### src/core_pkg.sv
////////////////////////////////////////////////////////////////////////////
// Core package
// Shared types for the issue-and-execute core: instruction format,
// operation codes, unit input structs, writeback and trace records
////////////////////////////////////////////////////////////////////////////

package core_pkg;

    // Architectural register count
    localparam int NUM_REGS = 32;

    // Multiplier pipeline depth used by the top level
    localparam int MUL_LATENCY = 3;

    typedef logic [4:0] reg_addr_t;

    typedef enum logic [3:0] {
        OP_ADD,
        OP_SUB,
        OP_AND,
        OP_OR,
        OP_XOR,
        OP_SLT,
        OP_ADDI,
        OP_MUL
    } alu_op_t;

    ////////////////////////////////////////////////////////////////////////////
    // Instruction and issue records

    // Compact instruction word
    typedef struct packed {
        alu_op_t op;
        reg_addr_t rd;
        reg_addr_t rs1;
        reg_addr_t rs2;
        logic signed [11:0] imm;
    } instr_t;

    // b already holds the immediate for the immediate form
    typedef struct packed {
        alu_op_t op;
        reg_addr_t rd;
        logic [31:0] a;
        logic [31:0] b;
    } alu_inputs_t;

    typedef struct packed {
        reg_addr_t rd;
        logic [31:0] a;
        logic [31:0] b;
    } mul_inputs_t;

    ////////////////////////////////////////////////////////////////////////////
    // Writeback, commit and trace records

    typedef struct packed {
        logic valid;
        reg_addr_t rd;
        logic [31:0] data;
    } unit_wb_t;

    typedef struct packed {
        logic valid;
        reg_addr_t rd;
        logic [31:0] data;
    } commit_t;

    typedef struct packed {
        logic instruction_issued;
        logic operand_stall;
        logic unit_stall;
        logic no_instruction_stall;
    } trace_events_t;

endpackage

### src/alu_unit.sv
////////////////////////////////////////////////////////////////////////////
// ALU unit
// Single-cycle integer ALU with a registered writeback record
////////////////////////////////////////////////////////////////////////////

module alu_unit import core_pkg::*; (
    input logic clk,
    input logic rst,

    input logic alu_valid,
    input alu_inputs_t alu_inputs,

    output unit_wb_t alu_wb
);

    logic [31:0] result;
    logic less_than;

    assign less_than = ($signed(alu_inputs.a) < $signed(alu_inputs.b));

    always_comb begin
        case (alu_inputs.op)
            OP_ADD:
                result = alu_inputs.a + alu_inputs.b;
            OP_SUB:
                result = alu_inputs.a - alu_inputs.b;
            OP_AND:
                result = alu_inputs.a & alu_inputs.b;
            OP_OR:
                result = alu_inputs.a | alu_inputs.b;
            OP_XOR:
                result = alu_inputs.a ^ alu_inputs.b;
            OP_SLT:
                result = {31'b0, less_than};
            default:
                result = '0;
        endcase
    end

    ////////////////////////////////////////////////////////////////////////////
    // Writeback register
    always_ff @(posedge clk) begin
        alu_wb.rd <= alu_inputs.rd;
        alu_wb.data <= result;
        // Writes to x0 never reach the register file
        if (rst)
            alu_wb.valid <= 1'b0;
        else
            alu_wb.valid <= alu_valid & (alu_inputs.rd != '0);
    end

endmodule

### src/mul_unit.sv
////////////////////////////////////////////////////////////////////////////
// Multiplier unit
// Pipelined 32 x 32 multiplier returning the low word of the product,
// one new operation accepted per cycle
////////////////////////////////////////////////////////////////////////////

module mul_unit import core_pkg::*; #(
    parameter int MUL_LATENCY = core_pkg::MUL_LATENCY
) (
    input logic clk,
    input logic rst,

    input logic mul_valid,
    input mul_inputs_t mul_inputs,

    output unit_wb_t mul_wb
);

    // Each stage carries its own valid, destination and product
    unit_wb_t stage [MUL_LATENCY];
    logic [31:0] product_lo;

    // Only the low word is architecturally visible
    assign product_lo = mul_inputs.a * mul_inputs.b;

    ////////////////////////////////////////////////////////////////////////////
    // Pipeline
    always_ff @(posedge clk) begin
        stage[0].rd <= mul_inputs.rd;
        stage[0].data <= product_lo;
        for (int i = 1; i < MUL_LATENCY; i++) begin
            stage[i].rd <= stage[i - 1].rd;
            stage[i].data <= stage[i - 1].data;
        end

        if (rst) begin
            for (int i = 0; i < MUL_LATENCY; i++)
                stage[i].valid <= 1'b0;
        end else begin
            stage[0].valid <= mul_valid & (mul_inputs.rd != '0);
            for (int i = 1; i < MUL_LATENCY; i++)
                stage[i].valid <= stage[i - 1].valid;
        end
    end

    assign mul_wb = stage[MUL_LATENCY - 1];

endmodule

### src/register_file.sv
////////////////////////////////////////////////////////////////////////////
// Register file
// 32 x 32 registers with x0 tied to zero, write-through reads, merge of
// the ALU and multiplier writebacks, and a registered commit port
////////////////////////////////////////////////////////////////////////////

module register_file import core_pkg::*; (
    input logic clk,
    input logic rst,

    input reg_addr_t rs1_addr,
    input reg_addr_t rs2_addr,
    output logic [31:0] rs1_data,
    output logic [31:0] rs2_data,

    input unit_wb_t alu_wb,
    input unit_wb_t mul_wb,

    output commit_t commit
);

    logic [31:0] regs [NUM_REGS];
    unit_wb_t wr;
    logic wr_en;

    // Issue control keeps the two units apart, so a plain select suffices
    assign wr = alu_wb.valid ? alu_wb : mul_wb;
    assign wr_en = wr.valid & (wr.rd != '0);

    always_ff @(posedge clk) begin
        if (wr_en)
            regs[wr.rd] <= wr.data;
    end

    ////////////////////////////////////////////////////////////////////////////
    // Read ports
    always_comb begin
        if (rs1_addr == '0)
            rs1_data = '0;
        else if (wr_en && wr.rd == rs1_addr)
            rs1_data = wr.data;
        else
            rs1_data = regs[rs1_addr];
    end

    always_comb begin
        if (rs2_addr == '0)
            rs2_data = '0;
        else if (wr_en && wr.rd == rs2_addr)
            rs2_data = wr.data;
        else
            rs2_data = regs[rs2_addr];
    end

    // Commit updates at the same edge as the array
    always_ff @(posedge clk) begin
        commit.rd <= wr.rd;
        commit.data <= wr.data;
        if (rst)
            commit.valid <= 1'b0;
        else
            commit.valid <= wr_en;
    end

    ////////////////////////////////////////////////////////////////////////////
    // Assertions
    no_wb_collision : assert property (@(posedge clk) disable iff (rst)
        !(alu_wb.valid && mul_wb.valid));

endmodule

### src/issue_control.sv
////////////////////////////////////////////////////////////////////////////
// Issue control
// Four-phase instruction handshake into a one-entry holding register,
// decode, register scoreboard, multiplier writeback slot tracking and
// registered trace events
////////////////////////////////////////////////////////////////////////////

module issue_control import core_pkg::*; #(
    parameter int MUL_LATENCY = core_pkg::MUL_LATENCY
) (
    input logic clk,
    input logic rst,

    input instr_t instr,
    input logic instr_req,
    output logic instr_ack,

    output reg_addr_t rs1_addr,
    output reg_addr_t rs2_addr,
    input logic [31:0] rs1_data,
    input logic [31:0] rs2_data,

    output logic alu_valid,
    output alu_inputs_t alu_inputs,
    output logic mul_valid,
    output mul_inputs_t mul_inputs,

    output trace_events_t trace
);

    instr_t hold_instr;
    logic hold_valid;
    logic capture;
    logic issue;

    logic is_mul;
    logic uses_rs2;
    logic rd_nonzero;

    logic [NUM_REGS-1:0] pending;
    logic [NUM_REGS-1:0] wb_clear;
    logic [NUM_REGS-1:0] live_pending;
    logic [NUM_REGS-1:0] issue_set;
    logic operand_hazard;
    logic slot_conflict;

    // Outstanding ALU writeback, visible in the cycle after issue
    logic alu_wb_due;
    reg_addr_t alu_wb_rd;

    // Index 0 is the multiplier result written back in this cycle
    logic [MUL_LATENCY-1:0] mul_due;
    reg_addr_t mul_due_rd [MUL_LATENCY];

    trace_events_t trace_next;

    ////////////////////////////////////////////////////////////////////////////
    // Handshake and holding register
    assign capture = instr_req & ~instr_ack & (~hold_valid | issue);

    always_ff @(posedge clk) begin
        if (rst) begin
            instr_ack <= 1'b0;
            hold_valid <= 1'b0;
        end else begin
            if (capture)
                instr_ack <= 1'b1;
            else if (!instr_req)
                instr_ack <= 1'b0;

            if (capture)
                hold_valid <= 1'b1;
            else if (issue)
                hold_valid <= 1'b0;
        end
    end

    always_ff @(posedge clk) begin
        if (capture)
            hold_instr <= instr;
    end

    ////////////////////////////////////////////////////////////////////////////
    // Decode and hazard checks
    assign is_mul = (hold_instr.op == OP_MUL);
    assign uses_rs2 = (hold_instr.op != OP_ADDI);
    assign rd_nonzero = (hold_instr.rd != '0);

    assign rs1_addr = hold_instr.rs1;
    assign rs2_addr = hold_instr.rs2;

    // Writes landing this cycle are read through the register file
    always_comb begin
        wb_clear = '0;
        if (alu_wb_due)
            wb_clear[alu_wb_rd] = 1'b1;
        if (mul_due[0])
            wb_clear[mul_due_rd[0]] = 1'b1;
    end

    assign live_pending = pending & ~wb_clear;

    assign operand_hazard = live_pending[hold_instr.rs1]
                          | (uses_rs2 & live_pending[hold_instr.rs2])
                          | live_pending[hold_instr.rd];

    // ALU result lands next cycle, so check the multiplier slot after this one
    generate
        if (MUL_LATENCY > 1) begin : g_slot_check
            assign slot_conflict = mul_due[1];
        end else begin : g_no_slot_check
            assign slot_conflict = 1'b0;
        end
    endgenerate

    assign issue = hold_valid & ~operand_hazard & (is_mul | ~slot_conflict);

    always_comb begin
        issue_set = '0;
        if (issue && rd_nonzero)
            issue_set[hold_instr.rd] = 1'b1;
    end

    ////////////////////////////////////////////////////////////////////////////
    // Scoreboard and writeback slots
    always_ff @(posedge clk) begin
        if (rst) begin
            pending <= '0;
            alu_wb_due <= 1'b0;
            mul_due <= '0;
        end else begin
            pending <= live_pending | issue_set;
            alu_wb_due <= issue & ~is_mul & rd_nonzero;
            for (int i = 0; i < MUL_LATENCY - 1; i++)
                mul_due[i] <= mul_due[i + 1];
            mul_due[MUL_LATENCY - 1] <= issue & is_mul & rd_nonzero;
        end
    end

    always_ff @(posedge clk) begin
        alu_wb_rd <= hold_instr.rd;
        for (int i = 0; i < MUL_LATENCY - 1; i++)
            mul_due_rd[i] <= mul_due_rd[i + 1];
        mul_due_rd[MUL_LATENCY - 1] <= hold_instr.rd;
    end

    ////////////////////////////////////////////////////////////////////////////
    // Unit issue
    assign alu_valid = issue & ~is_mul;
    assign mul_valid = issue & is_mul;

    assign alu_inputs.op = (hold_instr.op == OP_ADDI) ? OP_ADD : hold_instr.op;
    assign alu_inputs.rd = hold_instr.rd;
    assign alu_inputs.a = rs1_data;
    assign alu_inputs.b = uses_rs2 ? rs2_data : {{20{hold_instr.imm[11]}}, hold_instr.imm};

    assign mul_inputs.rd = hold_instr.rd;
    assign mul_inputs.a = rs1_data;
    assign mul_inputs.b = rs2_data;

    ////////////////////////////////////////////////////////////////////////////
    // Trace events
    assign trace_next.instruction_issued = issue;
    assign trace_next.operand_stall = hold_valid & operand_hazard;
    assign trace_next.unit_stall = hold_valid & ~operand_hazard & ~is_mul & slot_conflict;
    assign trace_next.no_instruction_stall = ~hold_valid;

    always_ff @(posedge clk) begin
        if (rst)
            trace <= '0;
        else
            trace <= trace_next;
    end

    ////////////////////////////////////////////////////////////////////////////
    // Assertions
    ack_needs_req : assert property (@(posedge clk) disable iff (rst)
        $rose(instr_ack) |-> $past(instr_req));

    single_unit_issue : assert property (@(posedge clk) disable iff (rst)
        !(alu_valid && mul_valid));

endmodule

### src/exec_core.sv
////////////////////////////////////////////////////////////////////////////
// Execution core top level
// Issue control, register file, ALU and pipelined multiplier, with the
// instruction handshake, commit port and trace events at the boundary
////////////////////////////////////////////////////////////////////////////

module exec_core import core_pkg::*; #(
    parameter int MUL_LATENCY = core_pkg::MUL_LATENCY
) (
    input logic clk,
    input logic rst,

    input instr_t instr,
    input logic instr_req,
    output logic instr_ack,

    output commit_t commit,
    output trace_events_t trace
);

    // Operand reads
    reg_addr_t rs1_addr;
    reg_addr_t rs2_addr;
    logic [31:0] rs1_data;
    logic [31:0] rs2_data;

    // Unit issue
    logic alu_valid;
    alu_inputs_t alu_inputs;
    logic mul_valid;
    mul_inputs_t mul_inputs;

    // Unit writeback
    unit_wb_t alu_wb;
    unit_wb_t mul_wb;

    ////////////////////////////////////////////////////////////////////////////
    // Decode and issue
    issue_control #(
        .MUL_LATENCY(MUL_LATENCY)
    ) issue_control_block (.*);

    register_file register_file_block (.*);

    ////////////////////////////////////////////////////////////////////////////
    // Execution units
    alu_unit alu_unit_block (.*);

    mul_unit #(
        .MUL_LATENCY(MUL_LATENCY)
    ) mul_unit_block (.*);

endmodule

### config.mk
export PLATFORM = sky130hd
export DESIGN_NAME = exec_core
export DESIGN_NICKNAME = d
export VERILOG_FILES = /design/src/core_pkg.sv /design/src/alu_unit.sv /design/src/mul_unit.sv /design/src/register_file.sv /design/src/issue_control.sv /design/src/exec_core.sv
export SDC_FILE = /design/constraint.sdc
export NUM_CORES = 2
export LEC_CHECK = 0
export BUFFER_PORTS_ARGS = -buffer_cell sky130_fd_sc_hd__buf_2
export CAP_MARGIN = 40
export CORE_UTILIZATION = 39
export CTS_BUF_LIST = sky130_fd_sc_hd__clkbuf_4 sky130_fd_sc_hd__clkbuf_8
export DETAILED_ROUTE_END_ITERATION = 7
export SYNTH_ARGS = -nofsm -noshare
export SYNTH_HDL_FRONTEND = slang
export SYNTH_SLANG_ARGS = --single-unit
### constraint.sdc
create_clock -name clk -period 12.8 [get_ports clk]
set_input_delay 0.64 -clock clk [delete_from_list [all_inputs] [get_ports clk]]
set_output_delay 0.64 -clock clk [all_outputs]
set_load 0.05 [all_outputs]
==> flow_summary.yaml <==
run_status:
  outcome: "finished clean"
synthesis:
  synth_cell_types: 95
  synth_async_sr_flop_share: 0
  ys.flop_type: "edfxtp_1"
  ys_ff_latch: 1288
  netlist_instances: 5509
  syn_area_mm2: 0.0770
  syn_area_per_cell_um2: 14.0
  yosys_warnings: 0
  synth-edff-count: 1055
  ys_seq_area_frac: 0.472
global_routing:
  grt_usage: 0.258
  met2_usage: 0.399
  met3_usage: 0.0618
  grt_pass1_vias: 52000
  met1_usage: 0.338
  grt_overflow: 0
  grt_busiest_layer: "met2"
  grt_first_pass_wirelength_um: 368000
  grt_max_degree: 101
  antenna_found_initial: 4
clocking:
  cts_buffer_depth: 3
  clock_latency_ns: 1.01
  clk_pin_slew_ns: 0.06
  cts_buffers: 212
  post_cts_buffers: 0
  cts_tree: "done"
  cts_root_buf: "clkbuf_8"
  clock_sinks: 1288
  htreeDepth: 4
timing:
  slew_headroom: 0.328
  drv_slew: 0
  period_share: 0.863
  rsz0062_at_grt: "false"
  tightest_slew_ns: 1.00
  fmax_ghz: 0.0906
  finClkSkew_ns: 0.0891
  setup_viol: 0
  fin_tns_setup_ns: 0
  period_needed_ns: 11.04
  hold_violations: 0
layout:
  nets: 6426
  final_cell_mix: "1,055 x edfxtp_1, 618 x inv_1, 549 x mux4_2"
  layout-drive-gt1-share: 0.237
  multi_input_area_mm2: 0.0369
  register_area_mm2: 0.0364
  area_growth_pct: 12.5
  final_common_cell: "edfxtp_1"
  n_fill_cell: 17500
critical_path:
  critical-path-max-stage-delay_ns: 0.85
  critPathMostFrequentCell: "inv_1"
  arrival_ns: 11.87
  reg2reg_to: "mul_unit_block.stage[0][30]$_DFF_P_"
  critPathSlowestCell: "dfxtp_4"
  regToRegSetupSlack_ns: 1.76
  cp-endpoint: "mul_unit_block.stage[0][30]$_DFF_P_"
  cp-end-kind: "register"
  rr_worst_depth: 32
  critPathKind: "reg2reg"
  start_kind: "register"
  critPathRequiredTime_ns: 13.63
  worst-path-max-fanout: 35
floorplanning:
  die_h_um: 446
  core_mm2: 0.196
  fp.dieW_um: 446
  die_area_mm2: 0.199
  start_util: 0.394
  ios: 77
  rows: 162
drt:
  first_pass_iters: 8
  route.detailed.vias_per_inst: 5.96
  routed_wl_um: 256000
  ant_nets: 0
  initialDrtViolationCount: 6164
  drc: 0
  wire_per_inst_um: 29.8
  vias: 51100
min_path:
  min_path_type: "in2reg"
job:
  drv_cap: 0
placement:
  dp.final_hpwl_um: 169000
  gp_congestion: 0.964
  port_buffers: 76
==> worst min-delay path by stage <==
stage,end,start,cells after the start,slack [ns]
global route,issue_control_block.mul_due[1]$_SDFF_PP0_,rst,2,0.23
detailed placement,issue_control_block.mul_due_rd[0][0]$_DFF_P_,issue_control_block.mul_due_rd[0][5]$_DFF_P_,0,0.31
floorplan,issue_control_block.mul_due_rd[0][0]$_DFF_P_,issue_control_block.mul_due_rd[0][5]$_DFF_P_,0,0.31
global placement,mul_unit_block.stage[0][46]$_DFF_P_,mul_unit_block.stage[0][8]$_DFF_P_,0,0.31
CTS,issue_control_block.mul_due[1]$_SDFF_PP0_,rst,2,0.18
finish,issue_control_block.mul_due[1]$_SDFF_PP0_,rst,2,0.27
==> through the flow <==
stage / worst slack, ns / hold WS, ns / utilization / cell area (µm²) / instances
after floorplan: 3.25 / 0.310 / - / 77100 / 5540
after global routing: 1.21 / 0.231 / 0.443 / 86600 / 8572
final: 1.76 / 0.271 / 0.443 / 86600 / 8576
after CTS: 1.71 / 0.176 / 0.442 / 86500 / 8564
after global placement: 1.81 / 0.310 / 0.413 / 80700 / 8079
after detailed placement: 1.75 / 0.312 / 0.417 / 81700 / 8135
==> cell families (layout without fill, tap and decap cells) <==
logic type	Yosys count	count (layout)	synth area share
xor gates and xnor gates	86	86	0.0117
buffers and inverters	966	1372	0.0554
other	1	38	0.0000487
AOI/OAI and AO/OA	695	695	0.0624
adders and majority gates	629	629	0.142
DFF	1288	1288	0.472
muxes	786	786	0.196
and+or+nand+nor	1058	1058	0.0606
==> layout make-up <==
| type | instances | share of cell area |
|---|---|---|
| tap | 2624 | 0.0379 |
| antenna | 6 | 0.000173 |
| sequential | 1288 | 0.420 |
| multi-input combinational | 3286 | 0.426 |
| clock buffer | 307 | 0.0427 |
| timing repair buffer | 341 | 0.0363 |
| clock inverter | 90 | 0.00995 |
| inverter | 634 | 0.0275 |
==> worst max-delay path: cells and delay by family, from the launching register on <==
kind	cells	cell delay, ns
adder cells (fa/ha/maj)	9	3.88
AO/OA/AOI/OAI	9	2.72
buffers and inverters	8	1.68
AND/OR/NAND/NOR	4	0.94
flip-flops	1	0.85
multiplexers	2	0.77
==> synthesized netlist by cell type (all sizes together) (8+ instances only) <==
master / count / share of area
edfxtp: 1055 / 0.41
inv: 628 / 0.031
mux4: 564 / 0.17
fa: 410 / 0.11
nor2: 405 / 0.020
nand2: 376 / 0.018
dfxtp: 233 / 0.061
ha: 219 / 0.036
mux2i: 188 / 0.025
a21oi: 185 / 0.012
buf: 176 / 0.017
clkbuf: 156 / 0.0077
o21ai: 108 / 0.0073
a211oi: 68 / 0.0082
xnor2: 60 / 0.0069
o221ai: 58 / 0.0066
nand2b: 39 / 0.0032
o211ai: 37 / 0.0037
and2: 35 / 0.0028
nand3: 35 / 0.0023
or2: 35 / 0.0028
mux2: 34 / 0.0050
nor3: 34 / 0.0022
a22oi: 33 / 0.0032
o22ai: 33 / 0.0027
a21o: 31 / 0.0030
nor2b: 29 / 0.0024
o21bai: 23 / 0.0022
or3: 16 / 0.0013
xor2: 16 / 0.0018
a221oi: 14 / 0.0016
and3: 12 / 0.00098
a211o: 10 / 0.0011
xnor3: 10 / 0.0029
a22o: 9 / 0.0010
nand3b: 8 / 0.00078
nand4: 8 / 0.00065
o211a: 8 / 0.0010
o21a: 8 / 0.00078
o31ai: 8 / 0.00078
==> layer usage <==
layer | routed length, µm | part of all wire
met4 | 13800 | 0.054
met3 | 26800 | 0.10
met2 | 117000 | 0.46
met1 | 98300 | 0.38
met5 | 0 | 0
==> state kept, by name (all words and copies together), names as in the netlist, 2 cells and up, named ones only <==
name	count
issue_control_block.rs2_addr	5
issue_control_block.rs1_addr	5
register_file_block.commit	38
issue_control_block.hold_instr	16
issue_control_block.mul_due_rd	10
mul_unit_block.stage	98
register_file_block.regs	1024
alu_unit_block.alu_wb	37
issue_control_block.trace	4
issue_control_block.alu_inputs	5
issue_control_block.mul_due	2
issue_control_block.pending	32
==> what timing repair did <==
| item | 4_1_cts | 5_1_grt |
|---|---|---|
| resized for setup | 0 | 0 |
| hold buffers | 32 | 0 |
| endpoints found under the hold margin | 42 | 0 |
Power is left out: the tool's default activity adds up to more than one toggle a clock period on the data nets, which glitch-free logic cannot reach.
